## config.mk

```make
export PLATFORM = sky130hd
export DESIGN_NAME = spi_reg_top
export DESIGN_NICKNAME = d
export VERILOG_FILES = /design/src/rtl/bus_pkg.sv /design/src/rtl/spi_pkg.sv /design/src/rtl/spi_reg_top.sv /design/src/rtl/reg_bank.sv /design/src/rtl/spi_bus_master.sv /design/src/rtl/spi_tx_ser.sv /design/src/rtl/spi_rx_deser.sv
export VERILOG_INCLUDE_DIRS = /design/src /design/src/rtl
export SDC_FILE = /design/constraint.sdc
export NUM_CORES = 1
export LEC_CHECK = 0
export BUFFER_PORTS_ARGS = -buffer_cell sky130_fd_sc_hd__buf_2
export CAP_MARGIN = 20
export CORE_MARGIN = 10
export CORE_UTILIZATION = 60
export CTS_BUF_LIST = sky130_fd_sc_hd__clkbuf_16
export DETAILED_ROUTE_END_ITERATION = 16
export PLACE_DENSITY = 0.76
export RECOVER_POWER = 100
export SETUP_SLACK_MARGIN = 0.4
export SLEW_MARGIN = 0
export SYNTH_ARGS = -nofsm -noshare
export SYNTH_HDL_FRONTEND = slang
export SYNTH_SLANG_ARGS = --single-unit
export TNS_END_PERCENT = 10
```

## constraint.sdc

```tcl
create_clock -name clk_i -period 6.1 [get_ports clk_i]
set_clock_uncertainty 0.05 [all_clocks]
set_input_delay 0.61 -clock clk_i [delete_from_list [all_inputs] [get_ports clk_i]]
set_output_delay 0.61 -clock clk_i [all_outputs]
set_load 0.01 [all_outputs]
```

## src/rtl/spi_settings.svh

```systemverilog
`ifndef SPI_SETTINGS_SVH
`define SPI_SETTINGS_SVH

// ------------------------------------------------------------
// spi slave build constants
// ------------------------------------------------------------

// byte returned on miso while the command byte comes in
`define SPI_HEADER_BYTE 8'hA7

// register bank size, higher addresses read as zero
`define SPI_REG_COUNT 16

// flops per pin in the sck/csn/mosi synchronizers
`define SPI_SYNC_DEPTH 2

`endif
```

## src/rtl/bus_pkg.sv

```systemverilog
// ------------------------------------------------------------
// register bus types
// ------------------------------------------------------------
package bus_pkg;

   typedef logic [6:0] bus_adr_t;  // 7 bit word address
   typedef logic [7:0] bus_dat_t;  // byte wide data

   // bus master FSM
   typedef enum logic [2:0] {
      IDLE,   // header queued, waiting for frame start
      CMD,    // waiting for the command byte
      WAIT,   // between bytes of a burst
      WRITE,  // bus write in flight
      READ    // bus read in flight
   } bm_state_e;

endpackage

```

## src/rtl/spi_pkg.sv

```systemverilog
// ------------------------------------------------------------
// spi side types
// ------------------------------------------------------------
package spi_pkg;

   // first mosi byte of a frame
   typedef struct packed {
      logic       wr;   // 1 = write frame, 0 = read frame
      logic [6:0] adr;  // start address of the burst
   } spi_cmd_t;

   // a received byte, seen as a command on the first byte of a
   // frame and as plain data on every later one
   typedef union packed {
      spi_cmd_t   cmd;
      logic [7:0] raw;
   } spi_byte_u;

endpackage

```

## src/rtl/spi_reg_top.sv

```systemverilog
`timescale 1ns/1ps

module spi_reg_top (
   input  logic clk_i,
   input  logic rst_i,
   input  logic sck_i,
   input  logic csn_i,
   input  logic mosi_i,
   output logic miso_o,
   output logic active_o,
   output logic overflow_o,
   output logic underrun_o
);

   // ------------------------------------------------------------
   // spi halves <-> bus master <-> register bank
   // ------------------------------------------------------------
   logic       rx_valid, rx_ready, rx_first;
   logic [7:0] rx_data;
   logic       frame_active, sck_fall;
   logic       tx_valid, tx_ready;
   logic [7:0] tx_data;
   logic       cyc, stb, we, ack;
   bus_pkg::bus_adr_t adr;
   bus_pkg::bus_dat_t dat_w, dat_r;

   assign active_o = frame_active;

   spi_rx_deser u_rx_deser (
      .clk_i          (clk_i),
      .rst_i          (rst_i),
      .sck_i          (sck_i),
      .csn_i          (csn_i),
      .mosi_i         (mosi_i),
      .rx_ready_i     (rx_ready),
      .rx_valid_o     (rx_valid),
      .rx_data_o      (rx_data),
      .rx_first_o     (rx_first),
      .frame_active_o (frame_active),
      .sck_fall_o     (sck_fall),
      .overflow_o     (overflow_o)
   );

   spi_tx_ser u_tx_ser (
      .clk_i          (clk_i),
      .rst_i          (rst_i),
      .frame_active_i (frame_active),
      .sck_fall_i     (sck_fall),
      .tx_valid_i     (tx_valid),
      .tx_data_i      (tx_data),
      .tx_ready_o     (tx_ready),
      .miso_o         (miso_o),
      .underrun_o     (underrun_o)
   );

   spi_bus_master u_bus_master (
      .clk_i          (clk_i),
      .rst_i          (rst_i),
      .rx_valid_i     (rx_valid),
      .rx_data_i      (rx_data),
      .rx_first_i     (rx_first),
      .rx_ready_o     (rx_ready),
      .frame_active_i (frame_active),
      .tx_ready_i     (tx_ready),
      .tx_valid_o     (tx_valid),
      .tx_data_o      (tx_data),
      .cyc_o          (cyc),
      .stb_o          (stb),
      .we_o           (we),
      .adr_o          (adr),
      .dat_o          (dat_w),
      .ack_i          (ack),
      .dat_i          (dat_r)
   );

   reg_bank u_reg_bank (
      .clk_i (clk_i),
      .rst_i (rst_i),
      .cyc_i (cyc),
      .stb_i (stb),
      .we_i  (we),
      .adr_i (adr),
      .dat_i (dat_w),
      .ack_o (ack),
      .dat_o (dat_r)
   );

endmodule

```

## src/rtl/reg_bank.sv

```systemverilog
`timescale 1ns/1ps
`include "spi_settings.svh"

module reg_bank (
   input  logic              clk_i,
   input  logic              rst_i,
   input  logic              cyc_i,
   input  logic              stb_i,
   input  logic              we_i,
   input  bus_pkg::bus_adr_t adr_i,
   input  bus_pkg::bus_dat_t dat_i,
   output logic              ack_o,
   output bus_pkg::bus_dat_t dat_o
);

   localparam int IDX_W = $clog2(`SPI_REG_COUNT);

   bus_pkg::bus_dat_t regs [`SPI_REG_COUNT];
   logic in_range;
   logic req;                       // new request, one per cycle

   assign in_range = (adr_i < `SPI_REG_COUNT);
   assign req      = cyc_i && stb_i && !ack_o;

   always_ff @(posedge clk_i) begin
      if (rst_i) begin
         ack_o <= 1'b0;
         for (int i = 0; i < `SPI_REG_COUNT; i++)
            regs[i] <= '0;
      end else begin
         ack_o <= req;              // one cycle pulse after stb
         if (req && we_i && in_range)
            regs[adr_i[IDX_W-1:0]] <= dat_i;
      end
   end

   // read data lands together with ack
   always_ff @(posedge clk_i) begin
      if (req)
         dat_o <= in_range ? regs[adr_i[IDX_W-1:0]] : '0;
   end

endmodule

```

## src/rtl/spi_bus_master.sv

```systemverilog
`timescale 1ns/1ps
`include "spi_settings.svh"

module spi_bus_master (
   input  logic              clk_i,
   input  logic              rst_i,
   // receive side
   input  logic              rx_valid_i,
   input  logic [7:0]        rx_data_i,
   input  logic              rx_first_i,
   output logic              rx_ready_o,
   input  logic              frame_active_i,
   // transmit side
   input  logic              tx_ready_i,
   output logic              tx_valid_o,
   output logic [7:0]        tx_data_o,
   // register bus
   output logic              cyc_o,
   output logic              stb_o,
   output logic              we_o,
   output bus_pkg::bus_adr_t adr_o,
   output bus_pkg::bus_dat_t dat_o,
   input  logic              ack_i,
   input  bus_pkg::bus_dat_t dat_i
);

   bus_pkg::bm_state_e state_q;
   spi_pkg::spi_byte_u rx_byte;     // command or data view of rx_data_i
   bus_pkg::bus_adr_t  adr_q;       // burst address counter
   logic wr_q;                      // write frame
   logic cyc_q;
   logic rx_hs, tx_hs;

   assign rx_byte = rx_data_i;
   assign rx_hs   = rx_valid_i && rx_ready_o;
   assign tx_hs   = tx_valid_o && tx_ready_i;

   // no bytes taken while a bus cycle is open
   assign rx_ready_o = (state_q == bus_pkg::IDLE) ||
                       (state_q == bus_pkg::CMD)  ||
                       (state_q == bus_pkg::WAIT);

   // single beat cycles, stb tracks cyc
   assign cyc_o = cyc_q;
   assign stb_o = cyc_q;
   assign we_o  = wr_q;
   assign adr_o = adr_q;

   // ------------------------------------------------------------
   // FSM, bus cycles and tx queue
   // ------------------------------------------------------------
   always_ff @(posedge clk_i) begin
      if (rst_i) begin
         state_q    <= bus_pkg::IDLE;
         cyc_q      <= 1'b0;
         tx_valid_o <= 1'b0;
         wr_q       <= 1'b0;
         adr_q      <= '0;
      end else begin
         if (tx_hs)
            tx_valid_o <= 1'b0;
         unique case (state_q)
            bus_pkg::IDLE: begin
               // header waits here, tx side only takes it once csn is low
               tx_valid_o <= !tx_hs;
               tx_data_o  <= `SPI_HEADER_BYTE;
               if (tx_hs)
                  state_q <= bus_pkg::CMD;
            end
            bus_pkg::CMD: begin
               if (!frame_active_i)
                  state_q <= bus_pkg::IDLE;
               else if (rx_hs && rx_first_i) begin
                  wr_q  <= rx_byte.cmd.wr;
                  adr_q <= rx_byte.cmd.adr;
                  if (rx_byte.cmd.wr) begin
                     tx_valid_o <= 1'b1;          // echo keeps miso fed
                     tx_data_o  <= rx_byte.raw;
                     state_q    <= bus_pkg::WAIT;
                  end else begin
                     cyc_q   <= 1'b1;             // first read right away
                     state_q <= bus_pkg::READ;
                  end
               end
            end
            bus_pkg::WAIT: begin
               if (!frame_active_i)
                  state_q <= bus_pkg::IDLE;
               else if (wr_q) begin
                  if (rx_hs) begin
                     cyc_q      <= 1'b1;
                     dat_o      <= rx_byte.raw;
                     tx_valid_o <= 1'b1;
                     tx_data_o  <= rx_byte.raw;
                     state_q    <= bus_pkg::WRITE;
                  end
               end else if (tx_hs) begin
                  cyc_q   <= 1'b1;                // prefetch next byte
                  state_q <= bus_pkg::READ;
               end
               // mosi bytes of a read frame are taken and dropped
            end
            bus_pkg::WRITE: begin
               if (ack_i) begin
                  cyc_q   <= 1'b0;
                  adr_q   <= adr_q + 7'd1;
                  state_q <= frame_active_i ? bus_pkg::WAIT : bus_pkg::IDLE;
               end
            end
            bus_pkg::READ: begin
               if (ack_i) begin
                  cyc_q      <= 1'b0;
                  adr_q      <= adr_q + 7'd1;
                  tx_valid_o <= 1'b1;
                  tx_data_o  <= dat_i;
                  state_q    <= frame_active_i ? bus_pkg::WAIT : bus_pkg::IDLE;
               end
            end
            default: state_q <= bus_pkg::IDLE;
         endcase
      end
   end

endmodule

```

## src/rtl/spi_tx_ser.sv

```systemverilog
`timescale 1ns/1ps

module spi_tx_ser (
   input  logic       clk_i,
   input  logic       rst_i,
   input  logic       frame_active_i,
   input  logic       sck_fall_i,     // synchronized falling sck
   input  logic       tx_valid_i,
   input  logic [7:0] tx_data_i,
   output logic       tx_ready_o,
   output logic       miso_o,
   output logic       underrun_o
);

   logic [7:0] hold_q, shift_q;
   logic hold_vld;                  // holding register full
   logic primed;                    // first byte of the frame loaded
   logic act_q;
   logic [2:0] fall_cnt;
   logic accept, boundary;

   assign tx_ready_o = frame_active_i && !hold_vld;
   assign accept     = tx_valid_i && tx_ready_o;
   assign boundary   = frame_active_i && sck_fall_i && (fall_cnt == 3'd7);
   assign miso_o     = frame_active_i ? shift_q[7] : 1'b1;   // idle high

   // ------------------------------------------------------------
   // control
   // ------------------------------------------------------------
   always_ff @(posedge clk_i) begin
      if (rst_i) begin
         hold_vld   <= 1'b0;
         primed     <= 1'b0;
         fall_cnt   <= 3'd0;
         act_q      <= 1'b0;
         underrun_o <= 1'b0;
      end else begin
         act_q <= frame_active_i;
         if (frame_active_i && !act_q)
            underrun_o <= 1'b0;     // new frame clears the flag
         if (!frame_active_i) begin
            hold_vld <= 1'b0;
            primed   <= 1'b0;
            fall_cnt <= 3'd0;
         end else begin
            if (sck_fall_i)
               fall_cnt <= fall_cnt + 3'd1;
            if (!primed) begin
               // frame start loads the shifter straight from the input
               if (accept)
                  primed <= 1'b1;
               else if (sck_fall_i) begin
                  primed     <= 1'b1;
                  underrun_o <= 1'b1;
               end
            end else if (boundary) begin
               if (hold_vld)
                  hold_vld <= 1'b0;       // holding -> shifter
               else if (!tx_valid_i)
                  underrun_o <= 1'b1;     // nothing to send, FF goes out
            end else if (accept)
               hold_vld <= 1'b1;
         end
      end
   end

   // shifter, late data at a boundary bypasses the holding register
   always_ff @(posedge clk_i) begin
      if (!frame_active_i)
         shift_q <= 8'hFF;
      else if ((!primed || boundary) && accept)
         shift_q <= tx_data_i;
      else if (boundary && hold_vld)
         shift_q <= hold_q;
      else if (sck_fall_i)
         shift_q <= {shift_q[6:0], 1'b1};   // ones fill, so an empty load is FF
      if (accept)
         hold_q <= tx_data_i;
   end

endmodule

```

## src/rtl/spi_rx_deser.sv

```systemverilog
`timescale 1ns/1ps
`include "spi_settings.svh"

module spi_rx_deser (
   input  logic       clk_i,
   input  logic       rst_i,
   input  logic       sck_i,          // raw pin, not a clock
   input  logic       csn_i,          // active low chip select
   input  logic       mosi_i,
   input  logic       rx_ready_i,
   output logic       rx_valid_o,
   output logic [7:0] rx_data_o,
   output logic       rx_first_o,     // byte is the first of its frame
   output logic       frame_active_o,
   output logic       sck_fall_o,
   output logic       overflow_o
);

   // ------------------------------------------------------------
   // pin synchronizers and edge detect
   // ------------------------------------------------------------
   logic [`SPI_SYNC_DEPTH-1:0] sck_sync, csn_sync, mosi_sync;
   logic sck_s, csn_s, mosi_s;
   logic sck_q, csn_q;              // previous synchronized levels
   logic sck_rise, frame_start, byte_done;
   logic [2:0] bit_cnt;
   logic [6:0] shift_q;             // bits 7..1 of the byte in progress
   logic first_pend;                // next byte is the command byte

   assign sck_s  = sck_sync[`SPI_SYNC_DEPTH-1];
   assign csn_s  = csn_sync[`SPI_SYNC_DEPTH-1];
   assign mosi_s = mosi_sync[`SPI_SYNC_DEPTH-1];

   assign sck_rise    = sck_s && !sck_q && !csn_s;
   assign sck_fall_o  = !sck_s && sck_q && !csn_s;   // tx side shifts here
   assign frame_start = !csn_s && csn_q;
   assign byte_done   = sck_rise && (bit_cnt == 3'd7);
   assign frame_active_o = !csn_s;

   always_ff @(posedge clk_i) begin
      if (rst_i) begin
         sck_sync  <= '0;
         csn_sync  <= '1;           // deselected
         mosi_sync <= '0;
      end else begin
         sck_sync  <= {sck_sync[`SPI_SYNC_DEPTH-2:0], sck_i};
         csn_sync  <= {csn_sync[`SPI_SYNC_DEPTH-2:0], csn_i};
         mosi_sync <= {mosi_sync[`SPI_SYNC_DEPTH-2:0], mosi_i};
      end
   end

   // ------------------------------------------------------------
   // bit counter, handshake and flags
   // ------------------------------------------------------------
   always_ff @(posedge clk_i) begin
      if (rst_i) begin
         sck_q      <= 1'b0;
         csn_q      <= 1'b1;
         bit_cnt    <= 3'd0;
         rx_valid_o <= 1'b0;
         first_pend <= 1'b0;
         overflow_o <= 1'b0;
      end else begin
         sck_q <= sck_s;
         csn_q <= csn_s;
         if (rx_valid_o && rx_ready_i)
            rx_valid_o <= 1'b0;
         if (csn_s)
            bit_cnt <= 3'd0;        // a cut-off byte is thrown away
         else if (sck_rise) begin
            bit_cnt <= bit_cnt + 3'd1;
            if (byte_done) begin
               rx_valid_o <= 1'b1;
               first_pend <= 1'b0;
               if (rx_valid_o && !rx_ready_i)
                  overflow_o <= 1'b1;   // previous byte never taken
            end
         end
         if (frame_start) begin
            first_pend <= 1'b1;
            overflow_o <= 1'b0;     // sticky per frame
         end
      end
   end

   // msb first, sampled on rising sck
   always_ff @(posedge clk_i) begin
      if (csn_s)
         shift_q <= '0;
      else if (sck_rise)
         shift_q <= {shift_q[5:0], mosi_s};
      if (byte_done) begin
         rx_data_o  <= {shift_q, mosi_s};
         rx_first_o <= first_pend;
      end
   end

endmodule

```

# Word level (Yosys, flattened, before mapping)
# Memory sizes are Yosys's and may differ from the RTL's. A register that Yosys moved wholly into a read port is not among the register bits.
# Index checks and enable logic that the tools add are counted.
word_totals:
  regBits: 83
  mem_bits_rw: 128
  inputBits: 5
  output_inout_bits: 4
  word_cells: 182
  n_memories: 1
mem_list:
  columns: ["memory", "words", "word_bits", "rd", "rd_clocked_by_memory_dff", "wr", "line", "text"]
  rows:
  - ["u_reg_bank.regs", 16, 8, 1, 1, 16, "reg_bank.sv:18", "bus_pkg::bus_dat_t regs [`SPI_REG_COUNT];"]
classes:
  addsub: 3
  magnitude_cmp: 1
  eq_ne: 22
  mux: 73
  n_bitwise: 2
  n_reduce_logical: 53
ops:
  columns: ["cell", "n"]
  rows:
  - ["2-to-1 mux 8 bit", 11]
  - ["2-to-1 mux 1 bit", 43]
  - ["case mux 8 bit (4 select lines)", 1]
  - ["2-to-1 mux 3 bit", 9]
  - ["2-to-1 mux 7 bit", 3]
  - ["logical AND 1 bit", 19]
  - ["case mux 7 bit (2 select lines)", 1]
  - ["inequality test 2 bit (second input constant)", 6]
  - ["case mux 3 bit (4 select lines)", 1]
  - ["zero test 1 bit", 10]
  - ["inequality test 2 x 1 -> 1 bit (second input constant)", 5]
  - ["AND reduction 5 bit", 2]
  - ["equality test 3 bit (second input constant)", 3]
  - ["AND reduction 9 bit", 1]
  - ["AND reduction 4 bit", 2]
  - ["AND reduction 8 bit", 1]
  - ["nonzero test 2 bit", 4]
  - ["OR reduction 8 bit", 1]
  - ["adder 7 x 1 -> 7 bit (second input constant)", 1]
  - ["< comparator 7 x 5 -> 1 bit (second input constant)", 1]
  - ["adder 3 x 1 -> 3 bit (second input constant)", 2]
  - ["equality test 3 x 2 -> 1 bit (second input constant)", 2]
  - ["inequality test 3 bit (second input constant)", 2]
  - ["AND reduction 3 bit", 2]
  - ["other kinds (15)", 21]

# Logic depth before layout (Yosys ltp)
# Gate-level depths: netlist of the first run.
logic_depth:
  word_depth: 9
  depth_mapped: 7
  depth_no_buf: 6

# Cells and area by module
# From an unflattened synthesis of the first run, not the netlist that was laid out.
hier_totals:
  cells_unflattened: 778
  hier_area_um2: 10348.7
by_module_without_submodules:
  columns: ["module", "instances", "cells_each", "area_each_um2", "seq_area_each_um2"]
  rows:
  - ["reg_bank", 1, 414, 6520.0, 4103.9]
  - ["spi_bus_master", 1, 177, 1760.4, 740.7]
  - ["spi_tx_ser", 1, 101, 1063.5, 540.5]
  - ["spi_rx_deser", 1, 86, 1004.7, 690.7]

# Worst setup path before layout of the first run
# Ideal clock, no wire load.
synth_timing:
  path_type: "flip-flop to flip-flop"
  from: "register u_rx_deser.csn_sync[1]"
  to: "register u_bus_master.dat_o[0] (enable)"
  setup_time_ps: 395
  arrival_ps: 1934
  t_required_ps: 5655
  slack_ps: 3721
  stages_incl_launch_ff: 6
  n_path_buf: 2
  period_less_slack_ps: 2379
  path_cell_list: "dfxtp_1 -> buf_1 -> clkbuf_1 -> nor2_1 -> clkinv_1 -> nor4_1"
synth_between:
  elab_chain_len: 2
synth_lines:
  columns: ["element", "line", "text"]
  rows:
  - ["from (decl)", "spi_rx_deser.sv:22", "logic [`SPI_SYNC_DEPTH-1:0] sck_sync, csn_sync, mosi_sync;"]
  - ["from (signal assigned)", "spi_rx_deser.sv:47", "csn_sync <= {csn_sync[`SPI_SYNC_DEPTH-2:0], csn_i};"]
  - ["NOT 1 bit (no line)", null, null]
  - ["AND reduction 5 bit (no line)", null, null]
  - ["to (signal assigned)", "spi_bus_master.sv:92", "dat_o <= rx_byte.raw;"]
  - ["to (decl)", "spi_bus_master.sv:22", "output bus_pkg::bus_dat_t dat_o,"]
# Every way passes these cells.
# A chain may end at the register's enable or synchronous reset.

# Final worst setup path of the first run
layout_timing:
  from: "register u_bus_master.adr_q[0] (netlist: u_bus_master.adr_o[0])"
  to: "register u_reg_bank.dat_o[0], read port of u_reg_bank.regs, data pin"
layout_between:
  elab_chain_len: 2
layout_lines:
  columns: ["element", "line", "text"]
  rows:
  - ["from (decl)", "spi_bus_master.sv:29", "bus_pkg::bus_adr_t adr_q;"]
  - ["from (signal assigned)", "spi_bus_master.sv:75", "adr_q <= rx_byte.cmd.adr;"]
  - ["from (signal assigned)", "spi_bus_master.sv:106", "adr_q <= adr_q + 7'd1;"]
  - ["from (signal assigned)", "spi_bus_master.sv:113", "adr_q <= adr_q + 7'd1;"]
  - ["< comparator 7 x 5 -> 1 bit (no line)", null, null]
  - ["zero test 1 bit (no line)", null, null]
  - ["to (decl)", "reg_bank.sv:13", "output bus_pkg::bus_dat_t dat_o"]
# Parallel ways exist; a longest one is shown, timed or not.

==> reports/qor.tcl, run 1 <==
set qor(fill_cells) 1179
set qor(cts_root_buf) {sky130_fd_sc_hd__clkbuf_16}
set qor(area_taken_by_multi_input_logic_gates_um2) 3570
set qor(setup_violations) 0
set qor(fin_area_um2) 10900
set qor(maximum_number_of_pins_on_one_net_before_global_route_repair) 51
set qor(worst_skew_pair.late_latency_ps) 510
set qor(pwr_cell_area_nw_per_um2) 308
set qor(finalSetupTns_ps) 0
set qor(instances_no_fill) 985
set qor(grtUsageTotal_pct) 20.6
set qor(proportion_of_netlist_area_held_by_the_largest_area_contributor_pct) 50.9
set qor(placement.io_buffers) 8
set qor(synth.lib_cells_used.distinct) 58
set qor(finalCritPeriodShare_pct) 61.6
set qor(postSynth.asyncResetShare_pct) 0
set qor(fp-row-count) 47
set qor(met1_usage_pct) 25.6
set qor(ys_seq_elements) 219
set qor(cts_num_sinks) 219
set qor(cts_hold_buffers) 0
set qor(die-height_um) 149
set qor(synth_top_area_cell) {sky130_fd_sc_hd__edfxtp_1}
set qor(drtAntennaViolNets) 0
set qor(drt_first_pass_iters) 5
set qor(synth.yosys.seq_area_share_pct) 60.9
set qor(numPlacedInstances) 939
set qor(tightestPinTransition_ps) 2310
set qor(share_of_layout_cells_above_drive_strength_1_pct) 10.6
set qor(start_kind) {register}
set qor(floorplan.io_pins) 9
set qor(drcViolationCount) 0
set qor(finish.utilization_pct) 66.0
set qor(arrival_ps) 3950
set qor(layout.cells.most_common) {sky130_fd_sc_hd__edfxtp_1}
set qor(antenna_found_initial) 1
set qor(clk_transition_reported_paths_ps) 60
set qor(period_minus_slack_ps) 3760
set qor(grt.busiest_layer) {met2}
set qor(synth_nets) 782
set qor(initial_detailed_routing_violation_count) 798
set qor(grt_overflow) 0
set qor(fmax_mhz) 266
set qor(maxSlewViolCount) 80
set qor(areaGrowthSynthToFinish_pct) 9.01
set qor(prevailing_post_synth_register_cell) {sky130_fd_sc_hd__edfxtp_1}
set qor(post_cts_resized) 0
set qor(ir_worst_vdd_v) 0.000236
set qor(totalPowerFinal_mw) 3.35
set qor(p_leak_nw) 3.75
set qor(detail_route.wirelength_mm) 22.9
set qor(initial_core_utilization_pct) 60.6
set qor(unrepaired_setup_endpoints_after_global_routing) {no}
set qor(synth-edff-count) 169
set qor(relative_slew_slack_pct) -53.7
set qor(vias_in_the_first_global_route) 6143
set qor(postCtsSetupBuffers) 0
set qor(worstSetupPathType) {register to register}
set qor(dpl-instance-area_um2) 10100
set qor(cts-root-to-sink-buffers) 3
set qor(ctsHtreeMaxLevel) 1
set qor(mean_instance_size_in_the_synthesized_netlist_um2) 13.0
set qor(dr_total_vias) 6170
set qor(tritoncts) {yes}
set qor(synth_area_leaders) {sky130_fd_sc_hd__edfxtp_1 51%, sky130_fd_sc_hd__dfxtp_1 10%, sky130_fd_sc_hd__and2_1 8.2%}
set qor(detail_route.vias_per_cell) 6.26
set qor(worst_setup_path_end_kind) {register}
set qor(total_inserted_antenna_cells) 0
set qor(die_w_um) 149
set qor(use_met2_pct) 35.2
set qor(nets) 760
set qor(worst-endpoint-required_ps) 6290
set qor(grt_first_pass_wirelength_mm) 35.3
set qor(layout.cells.most_common_list) {169 x sky130_fd_sc_hd__edfxtp_1, 77 x sky130_fd_sc_hd__and2_0, 53 x sky130_fd_sc_hd__and2_1, 50 x sky130_fd_sc_hd__dfxtp_1, 40 x sky130_fd_sc_hd__nand2_1}
set qor(die_area_um2) 22200
set qor(cap_violations) 2
set qor(floorplan.core_area_um2) 16500
set qor(result_of_the_run) {complete, but fails checks}
set qor(syn_inst) 769
set qor(min_path_type) {primary input to register}
set qor(syn_area_um2) 9980
set qor(groute.layer.met3.usage_pct) 4.40
set qor(finalHoldViolations) 0
set qor(numCtsBuffers) 24
set qor(ys_warn_count) 0
set qor(routabilityCongestion) 0.893
set qor(critPathMaxFanout) 28
set qor(layout.area.seq_um2) 6080
set qor(dp.final_hpwl_mm) 15.0
set qor(wl_per_cell_um) 23.2
set qor(violations) {capacitance limit, slew limit}
[critical path, stage by stage, from the launching register on]
cell,delay [ps]
sky130_fd_sc_hd__dfxtp_1,720
sky130_fd_sc_hd__clkbuf_1,1580
sky130_fd_sc_hd__mux4_2,700
sky130_fd_sc_hd__mux2i_1,280
sky130_fd_sc_hd__o22ai_1,140
[cells in the mapped netlist, types with 2 or more instances]
cell / n
sky130_fd_sc_hd__o22ai_1: 11
sky130_fd_sc_hd__nor3_1: 5
sky130_fd_sc_hd__nor2_1: 21
sky130_fd_sc_hd__or3b_1: 3
sky130_fd_sc_hd__and3_1: 24
sky130_fd_sc_hd__xnor2_1: 2
sky130_fd_sc_hd__a2bb2oi_1: 2
sky130_fd_sc_hd__o21ai_0: 10
sky130_fd_sc_hd__a311oi_1: 2
sky130_fd_sc_hd__nor2b_1: 17
sky130_fd_sc_hd__nand2b_1: 14
sky130_fd_sc_hd__ha_1: 8
sky130_fd_sc_hd__buf_6: 3
sky130_fd_sc_hd__a211oi_1: 11
sky130_fd_sc_hd__clkbuf_1: 38
sky130_fd_sc_hd__a31oi_1: 4
sky130_fd_sc_hd__nand2_1: 40
sky130_fd_sc_hd__a2111oi_0: 2
sky130_fd_sc_hd__nor3b_1: 5
sky130_fd_sc_hd__o211ai_1: 4
sky130_fd_sc_hd__a22oi_1: 6
sky130_fd_sc_hd__o21bai_1: 2
sky130_fd_sc_hd__buf_2: 14
sky130_fd_sc_hd__dfxtp_1: 50
sky130_fd_sc_hd__mux2i_1: 18
sky130_fd_sc_hd__nand3_1: 9
sky130_fd_sc_hd__buf_1: 9
sky130_fd_sc_hd__o31ai_1: 6
sky130_fd_sc_hd__o22a_1: 8
sky130_fd_sc_hd__a21oi_1: 33
sky130_fd_sc_hd__or2_2: 19
sky130_fd_sc_hd__edfxtp_1: 169
sky130_fd_sc_hd__mux4_2: 32
sky130_fd_sc_hd__and2_1: 130
sky130_fd_sc_hd__inv_1: 8
sky130_fd_sc_hd__a21o_1: 3
sky130_fd_sc_hd__o32ai_1: 6
[metal layers]
metal	share of wire (%)	up-vias
met5	0	-
met4	2.8	0
met3	8.1	49
met2	50	294
met1	39	3042
li1	-	2785
[sequential cells by signal, summed over array words and instances (netlist names), 2 cells and up]
register	flops
u_bus_master.adr_o	7
u_bus_master.dat_o	8
u_bus_master.state_q	3
u_bus_master.tx_data_o	8
u_reg_bank.dat_o	8
u_reg_bank.regs	128
u_rx_deser.bit_cnt	3
u_rx_deser.csn_sync	2
u_rx_deser.mosi_sync	2
u_rx_deser.rx_data_o	8
u_rx_deser.sck_sync	2
u_rx_deser.shift_q	7
u_tx_ser.fall_cnt	3
u_tx_ser.hold_q	8
u_tx_ser.shift_q	8
[power breakdown]
part           internal, mW  total (mW)  switching (mW)
Clock                 0.928        1.50           0.572
Sequential             1.66        1.71          0.0452
Combinational        0.0585       0.140          0.0812
Total                  2.65        3.35           0.699
[per-stage QoR]
step / setup WS (ps) / hold WS, ps
5_1_grt: 1950 / 245
3_3_place_gp: 3180 / 344
3_5_place_dp: 3070 / 346
6_report: 2340 / 256
4_1_cts: 3300 / 239
2_1_floorplan: 3720 / 339
[worst paths after layout]
path	end	from	slack, ps	cells after the start
hold / removal	u_rx_deser.csn_sync[0]	csn_i	260	2
hold reg to reg	u_rx_deser.csn_sync[1]	u_rx_deser.csn_sync[0]	360	1
setup reg to reg	u_reg_bank.dat_o[0]	u_bus_master.adr_o[0]	2340	4
setup / recovery	u_reg_bank.dat_o[0]	u_bus_master.adr_o[0]	2340	4
[cell families after synthesis]
| kind of cell | after synthesis | synth area share, % |
|---|---|---|
| AO/OA/AOI/OAI | 117 | 8.06 |
| multiplexers | 52 | 9.26 |
| XOR/XNOR | 2 | 0.176 |
| adder cells (fa/ha/maj) | 9 | 1.10 |
| AND/OR/NAND/NOR | 297 | 17.3 |
| flip-flops | 219 | 60.9 |
| buffers and inverters | 73 | 3.15 |
[cell type report]
class,count,area share [%]
sequential,219,55.9
inverter,9,0.311
clock buffer,29,6.67
tap,220,2.53
timing repair buffer,16,0.633
multi-input combinational,477,32.9
clock inverter,15,1.10
Note: power is estimated with default switching activity, not from simulation.
==> inputs of run 2 (changes only) <==
CORE_UTILIZATION = 57   (was 60)
clock period = 3.2 ns   (was 6.1 ns; I/O delays follow)
==> run 2 against run 1 <==
- the flow still finishes with violations (capacitance limit, slew limit)
- first-iteration DRC count fell by 19%
- die area rose by 4.5%
- sequential power rose by 89%
- non-clock buffer count rose by 7
- flip-flop and latch count did not move
- final area fell by 0.79%
- register-to-register slack got worse by 1900 ps
==> reports/qor.tcl, run 2 (same netlist as run 1, synthesis figures left out) <==
set qor(grt_first_pass_wirelength_mm) 34.7 ;# was 35.3 mm
set qor(clk_transition_reported_paths_ps) 60 ;# about the same
set qor(pwr_cell_area_nw_per_um2) 552 ;# was 308 nW/um^2
set qor(nets) 766 ;# was 760
set qor(dp.final_hpwl_mm) 14.8 ;# was 15.0 mm
set qor(die-height_um) 152 ;# was 149 um
set qor(die_w_um) 152 ;# was 149 um
set qor(tightestPinTransition_ps) 2210 ;# was 2310 ps
set qor(relative_slew_slack_pct) -47.3 ;# was -53.7%
set qor(start_kind) {primary input} ;# was register
set qor(fin_worst_hold_slack_ps) 160 ;# was 256 ps
set qor(worst_setup_path_end_kind) {register} ;# unchanged
set qor(initial_detailed_routing_violation_count) 643 ;# was 798
set qor(cell_family_contributing_the_most_delay_on_the_critical_path) {buffers and inverters} ;# unchanged
set qor(dr_total_vias) 6216 ;# was 6,170
set qor(vias_in_the_first_global_route) 5926 ;# was 6,143
set qor(drt_first_pass_iters) 5 ;# unchanged
set qor(unrepaired_setup_endpoints_after_global_routing) {no} ;# unchanged
set qor(layout.cells.most_common_list) {169 x sky130_fd_sc_hd__edfxtp_1, 65 x sky130_fd_sc_hd__and2_1, 65 x sky130_fd_sc_hd__and2_0, 48 x sky130_fd_sc_hd__dfxtp_1, 40 x sky130_fd_sc_hd__nand2_1} ;# was 169 x sky130_fd_sc_hd__edfxtp_1, 77 x sky130_fd_sc_hd__and2_0, 53 x sky130_fd_sc_hd__and2_1, 50 x sky130_fd_sc_hd__dfxtp_1, 40 x sky130_fd_sc_hd__nand2_1
set qor(cts-root-to-sink-buffers) 3 ;# unchanged
set qor(areaGrowthSynthToFinish_pct) 8.14 ;# was 9.01%
set qor(ctsHtreeMaxLevel) 1 ;# unchanged
set qor(detail_route.vias_per_cell) 6.25 ;# was 6.26
set qor(antenna_found_initial) 0 ;# was 1
set qor(grt.busiest_layer) {met2} ;# unchanged
set qor(groute.layer.met3.usage_pct) 2.71 ;# was 4.40%
set qor(cts_num_sinks) 219 ;# unchanged
set qor(total_inserted_antenna_cells) 0 ;# unchanged
set qor(arrival_ps) 2850 ;# was 3950 ps
set qor(maxSlewViolCount) 46 ;# was 80
set qor(wl_per_cell_um) 22.3 ;# was 23.2 um
set qor(routabilityCongestion) 0.907 ;# was 0.893
set qor(setup_violations) 0 ;# unchanged
set qor(critPathMaxFanout) 45 ;# was 28
set qor(floorplan.core_area_um2) 17200 ;# was 16,500 um^2
set qor(worst-endpoint-required_ps) 3280 ;# was 6290 ps
set qor(worstSetupPathType) {primary input to register} ;# was register to register
set qor(finish.utilization_pct) 62.6 ;# was 66.0%
set qor(cap_violations) 1 ;# was 2
set qor(worstPathBufferInverterCount) 2 ;# was 1
set qor(cts_root_buf) {sky130_fd_sc_hd__clkbuf_16} ;# unchanged
set qor(grt_overflow) 0 ;# unchanged
set qor(numCtsBuffers) 23 ;# was 24
set qor(share_of_layout_cells_above_drive_strength_1_pct) 11.7 ;# was 10.6%
set qor(min_path_type) {primary input to register} ;# unchanged
set qor(floorplan.io_pins) 9 ;# unchanged
set qor(p_leak_nw) 3.76 ;# was 3.75 nW
set qor(ir_worst_vdd_v) 0.000427 ;# was 0.000236 V
set qor(fmax_mhz) 362
set qor(maximum_number_of_pins_on_one_net_before_global_route_repair) 46 ;# was 51
set qor(worst_skew_pair.late_latency_ps) 500 ;# was 510 ps
set qor(crit_path_max_incr_delay_ps) 1610 ;# was 1580 ps
set qor(drtAntennaViolNets) 0 ;# unchanged
set qor(placement.io_buffers) 8 ;# unchanged
set qor(setup_ws_ps) 436 ;# was 2340 ps
set qor(regMostFlops) {u_reg_bank.regs} ;# unchanged
set qor(violations) {capacitance limit, slew limit} ;# unchanged
set qor(die_area_um2) 23200 ;# was 22,200 um^2
set qor(detail_route.wirelength_mm) 22.2 ;# was 22.9 mm
set qor(largest_register_ff_count) 128 ;# unchanged
set qor(critical-path-top-cell-by-count) {sky130_fd_sc_hd__clkbuf_1}
set qor(finalCritPeriodShare_pct) 86.4
set qor(layout.cells.most_common) {sky130_fd_sc_hd__edfxtp_1} ;# unchanged
set qor(grtUsageTotal_pct) 18.5 ;# was 20.6%
set qor(critPathSlowestCell) {sky130_fd_sc_hd__clkbuf_1} ;# unchanged
set qor(initial_core_utilization_pct) 57.9 ;# was 60.6%
set qor(met1_usage_pct) 24.7 ;# was 25.6%
set qor(tritoncts) {yes} ;# unchanged
set qor(worstPathCellList) {clkbuf_1 -> clkbuf_1 -> or2_0} ;# was clkbuf_1 -> mux4_2 -> mux2i_1 -> o22ai_1
set qor(finalHoldViolations) 0 ;# unchanged
set qor(result_of_the_run) {complete, but fails checks} ;# unchanged
set qor(period_minus_slack_ps) 2760
set qor(drcViolationCount) 0 ;# unchanged
set qor(finalSetupTns_ps) 0 ;# unchanged
set qor(use_met2_pct) 30.0 ;# was 35.2%
set qor(fp-row-count) 48 ;# was 47
set qor(worst_setup_timing_slack_at_the_placement_stage_ps) 758 ;# was 3070 ps
==> run 2: cell types whose count changed in the layout (fill, tap and decap cells not counted), moves of 3 or more <==
cell / delta
sky130_fd_sc_hd__or2_2: +10
sky130_fd_sc_hd__inv_1: +3
sky130_fd_sc_hd__dlygate4sd3_1: +3
sky130_fd_sc_hd__clkbuf_16: -6
sky130_fd_sc_hd__and2_0: -12
sky130_fd_sc_hd__and2_1: +12
sky130_fd_sc_hd__buf_4: +3
sky130_fd_sc_hd__or2_0: -10
==> run 2: layer usage <==
metal	vias up	wire length, um
met2	292	10600
met1	3066	9330
met5	-	0
met4	0	747
li1	2794	-
met3	64	1470
==> run 2: final timing paths <==
path	from	end	slack, ps	cells after the start
setup / recovery	rst_i	u_reg_bank.regs[5][2]	440	3
hold / removal	rst_i	u_tx_ser.underrun_o	160	2
setup reg to reg	u_rx_deser.csn_sync[1]	u_bus_master.dat_o[1]	490	5
hold reg to reg	u_rx_deser.csn_sync[0]	u_rx_deser.csn_sync[1]	360	1
==> run 2: per-stage QoR <==
stage | std cells | cell area [um^2] | power, mW
4_1_cts | 994 | 10800 | 5.98
2_1_floorplan | 769 | 9980 | 3.51
3_5_place_dp | 950 | 10100 | 3.58
3_3_place_gp | 950 | 10100 | 3.57
6_report | 994 | 10800 | 5.96
5_1_grt | 994 | 10800 | 6.14
==> run 2: repair_timing <==
| item | CTS | global route |
|---|---|---|
| setup buffers | 0 | 0 |
| endpoints found under the setup margin | 0 | 1 |
| resized for setup | 0 | 2 |
| endpoints found under the hold margin | 3 | 0 |
| hold buffers | 3 | 0 |
==> run 2: final cells by class <==
| class | instances | area, um^2 |
|---|---|---|
| fill | 1267 | 6450 |
| sequential | 219 | 6080 |
| multi-input combinational | 477 | 3590 |
| clock buffer | 23 | 576 |
| tap | 225 | 282 |
| timing repair buffer | 23 | 125 |
| clock inverter | 18 | 108 |
| inverter | 9 | 33.8 |
==> run 2: where the power goes <==
group	switching, mW	leakage (nW)	internal, mW	total (mW)
Clock	1.04	0.363	1.38	2.42
Sequential	0.0631	2.11	3.17	3.24
Combinational	0.177	1.29	0.119	0.296
